**config.mk**
```make
export PLATFORM = sky130hd
export DESIGN_NAME = issue_queue
export DESIGN_NICKNAME = d
export VERILOG_FILES = /design/src/verilog/sched_pkg.sv /design/src/verilog/issue_queue.sv
export VERILOG_INCLUDE_DIRS = /design/src /design/src/verilog
export SDC_FILE = /design/constraint.sdc
export NUM_CORES = 2
export LEC_CHECK = 0
export BUFFER_PORTS_ARGS = -buffer_cell sky130_fd_sc_hd__buf_2
export CORE_MARGIN = 4
export CORE_UTILIZATION = 36
export CTS_CLUSTER_DIAMETER = 30
export DETAILED_ROUTE_END_ITERATION = 8
export PLACE_DENSITY = 0.63
export SETUP_SLACK_MARGIN = 0.2
export SYNTH_ARGS = -nofsm -noshare
export SYNTH_HDL_FRONTEND = slang
export SYNTH_SLANG_ARGS = --single-unit
```
**constraint.sdc**
```tcl
create_clock -name clk -period 5.8 [get_ports clk]
set_input_delay 0.87 -clock clk [delete_from_list [all_inputs] [get_ports clk]]
set_output_delay 0.87 -clock clk [all_outputs]
set_load 0.03 [all_outputs]
```
**src/verilog/sched_config.svh**
```systemverilog
// scheduler sizing
// register counts, issue widths and queue depths shared by all blocks

`ifndef SCHED_CONFIG_SVH
`define SCHED_CONFIG_SVH

// register files
`define SCHED_ARCH_REGS 32
`define SCHED_PHYS_REGS 64

// instructions renamed per cycle
`define SCHED_DECODE_WIDTH 2

// write-back ports, also used for commit frees
`define SCHED_WB_WIDTH 2

// issue queue entries
`define SCHED_ALU_DEPTH 8
`define SCHED_MEM_DEPTH 4

// pc carried with each instruction for the ROB and the units
`define SCHED_PC_WIDTH 32

`endif

```
**src/verilog/sched_pkg.sv**
```systemverilog
// scheduler types
// register indices, opcodes and the structs passed between rename and issue

`default_nettype none

`include "sched_config.svh"

package sched_pkg;

  typedef logic [$clog2(`SCHED_ARCH_REGS)-1:0] areg_t;
  typedef logic [$clog2(`SCHED_PHYS_REGS)-1:0] preg_t;
  typedef logic [$clog2(`SCHED_PHYS_REGS+1)-1:0] fl_cnt_t;
  typedef logic [`SCHED_PC_WIDTH-1:0] pc_t;

  typedef enum logic [2:0] {
    OP_ADD,
    OP_SUB,
    OP_AND,
    OP_OR,
    OP_LOAD,
    OP_STORE
  } sched_op_e;

  // one decoded lane from decode
  typedef struct packed {
    logic      valid;
    sched_op_e op;
    areg_t     src0;
    areg_t     src1;
    areg_t     dest;
    logic      dest_valid;
    pc_t       pc;
  } sched_req_t;

  typedef struct packed {
    logic  valid;
    areg_t adest;
    preg_t pdest;
    preg_t old_pdest;
    pc_t   pc;
  } rob_alloc_t;

  typedef struct packed {
    sched_op_e op;
    preg_t     psrc0;
    preg_t     psrc1;
    logic      src0_rdy;
    logic      src1_rdy;
    preg_t     pdest;
    logic      dest_valid;
    pc_t       pc;
  } iq_entry_t;

  typedef struct packed {
    logic      valid;
    sched_op_e op;
    preg_t     psrc0;
    preg_t     psrc1;
    preg_t     pdest;
    logic      dest_valid;
    pc_t       pc;
  } issue_t;

  typedef struct packed {
    logic  valid;
    preg_t preg;
  } wakeup_t;

  typedef struct packed {
    logic  valid;
    preg_t preg;
  } free_t;

  // loads and stores go to the in-order queue
  function automatic logic op_is_mem(input sched_op_e op);
    return (op == OP_LOAD) || (op == OP_STORE);
  endfunction

  // true when any write-back port broadcasts p this cycle
  function automatic logic wb_hit(input wakeup_t [`SCHED_WB_WIDTH-1:0] wb, input preg_t p);
    logic hit;
    hit = 1'b0;
    for (int i = 0; i < `SCHED_WB_WIDTH; i++) begin
      hit = hit | (wb[i].valid && (wb[i].preg == p));
    end
    return hit;
  endfunction

endpackage

`default_nettype wire

```
**src/verilog/issue_queue.sv**
```systemverilog
// age-ordered issue queue with wakeup snooping
// picks the oldest ready entry, or only the head when in order

`timescale 1ns/1ps
`default_nettype none

`include "sched_config.svh"

module issue_queue import sched_pkg::*; #(
  parameter int DEPTH    = 8,
  parameter bit IN_ORDER = 1'b0
) (
  input  logic                                clk,
  input  logic                                rst_n,
  input  logic      [`SCHED_DECODE_WIDTH-1:0] wr_i,
  input  iq_entry_t [`SCHED_DECODE_WIDTH-1:0] wr_entry_i,
  output logic      [$clog2(DEPTH+1)-1:0]     free_slots_o,
  input  wakeup_t   [`SCHED_WB_WIDTH-1:0]     wakeup_i,
  input  logic                                unit_ready_i,
  output issue_t                              issue_o
);

  localparam int CNT_W = $clog2(DEPTH + 1);
  localparam int IDX_W = $clog2(DEPTH);

  // entry 0 is the oldest
  iq_entry_t        ent_q   [DEPTH];
  iq_entry_t        ent_nxt [DEPTH];
  logic [CNT_W-1:0] cnt_q, cnt_nxt;
  logic             sel_valid;
  logic [IDX_W-1:0] sel_idx;

  // ================================================
  // select
  // ================================================
  always_comb begin
    sel_valid = 1'b0;
    sel_idx   = '0;
    if (unit_ready_i) begin
      for (int k = 0; k < DEPTH; k++) begin
        if (!sel_valid && (k < cnt_q) && (!IN_ORDER || (k == 0)) &&
            ent_q[k].src0_rdy && ent_q[k].src1_rdy) begin
          sel_valid = 1'b1;
          sel_idx   = IDX_W'(k);
        end
      end
    end
  end

  // ================================================
  // compact, append and snoop
  // ================================================
  always_comb begin
    ent_nxt = ent_q;
    cnt_nxt = cnt_q;
    // younger entries slide over the issued one
    if (sel_valid) begin
      for (int k = 0; k < DEPTH - 1; k++) begin
        if (k >= sel_idx) begin
          ent_nxt[k] = ent_q[k + 1];
        end
      end
      cnt_nxt = cnt_q - 1'b1;
    end
    for (int l = 0; l < `SCHED_DECODE_WIDTH; l++) begin
      if (wr_i[l]) begin
        for (int k = 0; k < DEPTH; k++) begin
          if (k == cnt_nxt) begin
            ent_nxt[k] = wr_entry_i[l];
          end
        end
        cnt_nxt = cnt_nxt + 1'b1;
      end
    end
    for (int k = 0; k < DEPTH; k++) begin
      if (wb_hit(wakeup_i, ent_nxt[k].psrc0)) begin
        ent_nxt[k].src0_rdy = 1'b1;
      end
      if (wb_hit(wakeup_i, ent_nxt[k].psrc1)) begin
        ent_nxt[k].src1_rdy = 1'b1;
      end
    end
  end

  always_ff @(posedge clk) begin
    ent_q <= ent_nxt;
  end

  // registered command to the unit
  always_ff @(posedge clk or negedge rst_n) begin
    if (!rst_n) begin
      cnt_q   <= '0;
      issue_o <= '0;
    end else begin
      cnt_q              <= cnt_nxt;
      issue_o.valid      <= sel_valid;
      issue_o.op         <= ent_q[sel_idx].op;
      issue_o.psrc0      <= ent_q[sel_idx].psrc0;
      issue_o.psrc1      <= ent_q[sel_idx].psrc1;
      issue_o.pdest      <= ent_q[sel_idx].pdest;
      issue_o.dest_valid <= ent_q[sel_idx].dest_valid;
      issue_o.pc         <= ent_q[sel_idx].pc;
    end
  end

  assign free_slots_o = CNT_W'(DEPTH) - cnt_q;

endmodule

`default_nettype wire

```
=== Yosys cells after proc, flatten, opt, wreduce, memory -nomap -nowiden ===
Cells that the tools add are included.

* Register bits after elaboration: 507
* Word-level logic and storage cells: 275
* Output and inout bits: 59

* $add $sub $neg: 4
* Reduce and logical (&&, ||, !) cells: 64
* Equality and inequality tests: 46
* Muxes and demuxes: 56
* Magnitude comparators: 16
* Bitwise logic cells: 17

{| class="wikitable"
|+ Operators by type and width
! kind !! number
|-
| 56-bit 2-to-1 mux || 25
|-
| 448-bit 2-to-1 mux || 2
|-
| 392-bit 2-to-1 mux || 1
|-
| 6-bit equality test || 32
|-
| 56-bit binary-select mux with 3-bit select || 1
|-
| 1-bit logical AND || 55
|-
| 3-bit by 4-bit equality test with 1-bit output (first input constant) || 8
|-
| 1-bit 2-to-1 mux || 17
|-
| 2-bit by 4-bit equality test with 1-bit output (first input constant) || 4
|-
| 3-bit by 4-bit less-than comparator with 1-bit output (first input constant) || 4
|-
| 1-bit bitwise OR || 16
|-
| 3-bit 2-to-1 mux || 5
|-
| 4-bit 2-to-1 mux || 3
|-
| 3-bit greater-or-equal comparator (first input constant) || 3
|-
| 4-bit by 1-bit adder with 4-bit output (second input constant) || 2
|-
| 1-bit by 4-bit equality test with 1-bit output (first input constant) || 2
|-
| 4-bit zero test || 2
|-
| 1-bit by 4-bit less-than comparator with 1-bit output (first input constant) || 2
|-
| 2-bit by 4-bit less-than comparator with 1-bit output (first input constant) || 2
|-
| 1-bit zero test || 7
|-
| 1-bit by 3-bit greater-or-equal comparator with 1-bit output (first input constant) || 2
|-
| 2-bit by 3-bit greater-or-equal comparator with 1-bit output (first input constant) || 2
|-
| 4-bit greater-or-equal comparator (second input constant) || 1
|-
| 2-bit 2-to-1 mux || 2
|-
| other kinds (3) || 3
|}

=== Depth between registers and ports, before layout ===
* Depth after elaboration: 57
* Gate-level depth with buffers: 25
* Depth with buffers taken out: 21

=== Worst setup path after synthesis ===
OpenSTA, ideal clock, no wires.

* Kind: register -> register
* Start point: register cnt_q[0]
* End point: register ent_q[40] (netlist name)
* Library setup time: 82 ps
* Required time: 5718 ps
* Path slack: 938 ps
* Stages on the path, launching flop included: 22
* Buffers on the path: 2
* Arrival time: 4780 ps
* Cell sequence: dfrtp_1 -> ha_1 -> o311ai_2 -> nand2_2 -> or3_1 -> buf_2 -> o21ai_0 -> nor2_1 -> a21oi_1 -> inv_1 -> ha_1 -> nand2_1 -> o21ai_0 -> ha_1 -> nand2_1 -> o22ai_2 -> buf_4 -> mux2i_1 -> xnor2_1 -> nand4_1 -> or4_1 -> o2111ai_1

* Cells in the longest elaborated chain, start to end: 56

{| class="wikitable"
|+ Ends and longest elaborated chain
! element !! RTL line !! RTL
|-
| start: declaration || issue_queue.sv:29 || <nowiki>logic [CNT_W-1:0] cnt_q, cnt_nxt;</nowiki>
|-
| start signal: assignment || issue_queue.sv:95 || <nowiki>cnt_q <= cnt_nxt;</nowiki>
|-
| 1-bit by 4-bit less-than comparator with 1-bit output || issue_queue.sv:41 || <nowiki>if (!sel_valid && (k < cnt_q) && (!IN_ORDER || (k == 0)) &&</nowiki>
|-
| 1-bit logical AND || issue_queue.sv:41 ||
|-
| 1-bit logical AND || issue_queue.sv:42 || <nowiki>ent_q[k].src0_rdy && ent_q[k].src1_rdy) begin</nowiki>
|-
| 1-bit 2-to-1 mux || issue_queue.sv:41 ||
|-
| 1-bit 2-to-1 mux || issue_queue.sv:39 || <nowiki>if (unit_ready_i) begin</nowiki>
|-
| 1-bit zero test || issue_queue.sv:41 ||
|-
| 1-bit logical AND (2 in a row) || issue_queue.sv:41 ||
|-
| 1-bit logical AND || issue_queue.sv:42 ||
|-
| [39 not listed] || - ||
|-
| 4-bit by 1-bit adder with 4-bit output / 3-bit by 4-bit equality test with 1-bit output (equally long branches) || issue_queue.sv:72, issue_queue.sv:68 ||
|-
| 4-bit 2-to-1 mux / 56-bit 2-to-1 mux (equally long branches) || issue_queue.sv:66, issue_queue.sv:68 ||
|-
| 3-bit by 4-bit equality test with 1-bit output / 448-bit 2-to-1 mux (equally long branches) || issue_queue.sv:68, issue_queue.sv:66 ||
|-
| 56-bit 2-to-1 mux || issue_queue.sv:68 || <nowiki>if (k == cnt_nxt) begin</nowiki>
|-
| 448-bit 2-to-1 mux (*) || issue_queue.sv:66 || <nowiki>if (wr_i[l]) begin</nowiki>
|-
| 6-bit equality test || sched_pkg.sv:84 || <nowiki>hit = hit | (wb[i].valid && (wb[i].preg == p));</nowiki>
|-
| 1-bit logical AND || sched_pkg.sv:84 ||
|-
| 1-bit bitwise OR || sched_pkg.sv:84 ||
|-
| end signal: assignment || issue_queue.sv:86 || <nowiki>ent_q <= ent_nxt;</nowiki>
|-
| end: declaration || issue_queue.sv:27 || <nowiki>iq_entry_t ent_q [DEPTH];</nowiki>
|}

Every way passes the cells marked *; elsewhere a longest branch is shown, timed or not. The select of a mux whose other input is x is not followed.
A chain may end at the register's enable or synchronous reset.

=== Worst setup path in the final report ===
* Start point: register cnt_q[2]
* End point: register ent_q[96] (netlist name)

* Cells in the longest elaborated chain, start to end: 57

{| class="wikitable"
|+ Ends and longest elaborated chain
! element !! RTL line
|-
| branches (longest 53 deep; another with 1-bit by 4-bit less-than comparator with 1-bit output) || -
|-
| 448-bit 2-to-1 mux (*) || issue_queue.sv:66
|-
| 6-bit equality test || sched_pkg.sv:84
|-
| 1-bit logical AND || sched_pkg.sv:84
|-
| 1-bit bitwise OR || sched_pkg.sv:84
|}

Mark *: on every way between the ends. The select of a mux whose other input is x is not followed.

==> flow_summary_export.csv <==
group,metric,value,unit
die,num_rows,108,
yosys,yosysSeqAreaShare,33.2,%
place,dp.cells,4996,
place,dp_hpwl,74.5,mm
worst_setup_path,slowest_stage,"buf_4",
route,drt_pass1_iterations,6,
route,num_vias,30113,
die,start_util,36.3,%
cells_and_area,fillCellCount,8561,
die,die_w,304,µm
timing,finalHoldViolCount,0,
pwr,power_density,829,nW/µm²
worst_setup_path,crit_path_start_kind,"register",
worst_setup_path,crit_top_cell,"buf_4",
timing,finalSetupViolations,0,
worst_setup_path,path_depth,13,
global_route,gr-usage-all-layers,25.4,%
yosys,netlist_instances,3959,
cells_and_area,instances_no_fill,5267,
route,wire_per_inst,23.2,µm
die,core-area,86800,µm²
global_route,grt_pass1_wl,182,mm
timing,slew_viol_final,0,
route,drt-initial-drc-count,3526,
run,maxCapViolations,0,
global_route,first_global_vias,28639,
yosys,synth_cell_types,80,
cells_and_area,drive_above_1_share,17.9,%
die,die-height,304,µm
timing,tightestPinTransition,1.11,ns
worst_setup_path,crit_type,"reg -> reg",
worst_setup_path,worstPathMaxFanout,50,
clock_network,max-clock-path-buffers,3,
global_route,grt_max_degree,85,
worst_setup_path,worstReg2RegEnd,"ent_q[96]",
worst_setup_path,crit_buf_inv,2,
global_route,antenna_found_initial,23,
global_route,overflow,0,
yosys,synth-main-ff-cell,"dfxtp_1",
route,wl,122,mm
yosys,synth_fa_ha_area_share,0.477,%
timing,fin_crit_sh,93.2,%
yosys,yosys_warnings,0,
timing,max_freq,185,MHz
timing,post-route-min-period,5.41,ns
worst_setup_path,regToRegSetupSlack,0.39,ns
worst_setup_path,slowest_delay,0.81,ns
worst_setup_path,r2r_cells,13,
global_route,use_met2,39.7,%
clock_network,root_buffer,"clkbuf_16",
pwr,ir_worst_vdd,0.524,mV
yosys,async_reset_ff_share,11.6,%
yosys,synthTopCellsByArea,"dfxtp_1 (29%), mux2i_1 (13%), o21ai_0 (11%)",
clock_network,htreeDepth,4,
pwr,leakagePower,16.4,nW
place,place_ws,0.324,ns
worst_setup_path,crit_arrival,6.05,ns
timing,finClkSkew,0.0465,ns
yosys,synthMuxAreaShare,22.2,%
clock_network,hold_buffers,0,
global_route,grt-busiest-layer,"met2",
route,viasPerCell,5.72,
die,io_pins,190,
yosys,synth_top_area_share,28.5,%
timing,totalNegativeSetupSlack,0,ns
yosys,yosys.area.top_type,"dfxtp_1",
yosys,synth_fp_nets,4102,
timing,rsz0062_at_grt,"yes",
route,drc,0,
cells_and_area,syn_to_final_growth,21.0,%
worst_setup_path,endpoint_kind,"register",
worst_setup_path,critical_path_required,6.44,ns
global_route,use_met3,6.16,%
global_route,met1_usage,33.8,%
die,dieArea,92200,µm²
timing,fin_ws,0.394,ns
yosys,synth_compound_area_share,18.3,%
clock_network,clkSlewWorstSetupHoldPaths,0.04,ns
yosys,synth_edf_count,0,
yosys,synth_area,31500,µm²
route,ant_nets,0,
yosys,yosys.area_share.simple,14.9,%
run_status,outcome,"finished clean",
cells_and_area,nets,4132,
worst_setup_path,timing.rr.start,"cnt_q[2]",
clock_network,cts_tree,"done",
timing,relSlewSlack,26.3,%
clock_network,clk-insertion-delay-late,0.72,ns
yosys,synth-seq-cells,507,
worst_setup_path,worstPathCellList,"nor2_1, a21oi_1, or3_4, buf_4, o32a_1, nand3_4, o22ai_4, buf_4, o211ai_1, o21ai_0, nand4_1, a2111oi_0, or3_1",
clock_network,numCtsBuffers,138,
hold_path,hp-class,"in -> async",
worst_setup_path,path_delay_family,"compound AO/OA/AOI/OAI gates",
place,port_buffers,189,
yosys,avgSynthCellArea,7.95,µm²
place,globalplace.congestion,0.973,
yosys,synth_top_family_by_area,"multiplexers",
yosys,synth-xor-area-share,4.73,%
clock_network,clock-sinks,507,
## through the flow
| step | instance area, µm² | hold WS (ns) | util (%) | power [mW] |
|---|---|---|---|---|
| after floorplan | 31500 | 0.520 | - | 18.5 |
| after global placement | 33100 | 0.541 | 38.2 | 23.1 |
| after detailed placement | 33100 | 0.552 | 38.2 | 23.3 |
| after CTS | 37900 | 0.111 | 43.7 | 31.3 |
| after global routing | 38000 | 0.126 | 43.9 | 33.5 |
| final | 38100 | 0.113 | 43.9 | 31.6 |
## report_power, final
group          internal (mW)  switching, mW  leakage (nW)
Clock                   5.35           2.44          2.33
Sequential              5.48           1.34          4.47
Combinational           6.71           10.2          9.59
## worst max-delay path by stage
stage / start / endpoint / slack [ns]
6_report: cnt_q[2] / ent_q[96] / 0.39
5_1_grt: cnt_q[0] / ent_q[151] / 0.17
4_1_cts: cnt_q[0] / ent_q[431] / 0.28
3_5_place_dp: cnt_q[0] / ent_q[431] / 0.32
3_3_place_gp: cnt_q[0] / ent_q[431] / 0.39
2_1_floorplan: cnt_q[0] / ent_q[40] / 0.94
## layout by cell type (no fill, tap or decap), drive strengths merged, types with 6 or more instances in the layout
master      n
o22ai      66
inv        96
or3        10
bufinv     16
clkinvlp   11
diode      12
buf       275
nand2     749
nor3       18
and2        7
o211ai     17
nand3     120
nand4      29
o31ai       8
mux2i     432
o21ai     713
nor2      166
clkbuf    183
a211oi     24
xor2       19
a2111oi     6
mux4       54
clkinv     38
a21oi     163
dfxtp     448
nor4       17
dfrtp      59
mux2      119
ha         12
a221oi      6
xnor2     150
## flip-flops by register name (all words and copies together), names as in the netlist
signal / count
ent_q: 448
cnt_q: 4
issue_o: 55
## Yosys cell counts, types with 4 or more instances
cell and number:
ha_1 12, mux2i_1 420, a221oi_1 6, mux2i_4 5
buf_4 18, nor3_1 13, o22ai_1 63, nand4_1 29
mux2_1 4, a2111oi_0 5, o31ai_1 8, nor4_1 17
dfrtp_1 59, buf_2 32, a211oi_1 24, o21ai_0 707
xor2_1 19, buf_6 5, and2_1 7, nand2_1 748
a2111o_1 4, nand3_1 120, o2111ai_1 5, a21oi_1 163
mux2i_2 7, inv_1 86, o21ai_1 6, mux2_2 113
dfxtp_1 448, inv_2 7, or3_1 9, o211ai_1 15
a22oi_1 5, xnor2_1 149, clkbuf_1 275, buf_1 54
nor2_1 166, o221ai_1 5, mux4_2 54
## worst reg2reg max path: cells and delay by family (launching register included)
| family | cells | cell delay, ns |
|---|---|---|
| simple gates | 5 | 1.15 |
| buf+inv | 2 | 1.28 |
| flops | 1 | 0.68 |
| compound gates | 6 | 2.26 |
## final cells by class
cell class / count / area, µm² / share of cell area, %
Multi-Input combinational cell: 2974 / 19300 / 50.8
Sequential cell: 507 / 10400 / 27.4
Clock buffer: 183 / 3830 / 10.1
Timing Repair Buffer: 275 / 1640 / 4.31
Tap cell: 1155 / 1450 / 3.80
Clock inverter: 68 / 991 / 2.60
Inverter: 93 / 349 / 0.917
Antenna cell: 12 / 30.0 / 0.0789
## metal layers
layer / vias up / wire [µm]
met5: - / 27
met4: 4 / 4230
met3: 321 / 13500
met2: 1795 / 54800
met1: 14059 / 50000
li1: 13934 / -
## what timing repair did
item / CTS / global route
setup endpoints to repair: 0 / 94
resized for setup: 0 / 5
buffers inserted: 0 / 7
## cells by family (layout without fill, tap and decap cells)
logic type	count (synthesis)	after routing
other	0	12
multiplexers	605	605
XOR/XNOR	169	169
buffers and inverters	479	619
flip-flops	507	507
AND/OR/NAND/NOR	1134	1134
adder cells (fa/ha/maj)	12	12
AO/OA/AOI/OAI	1053	1054
(Power assumes the default switching activity.)
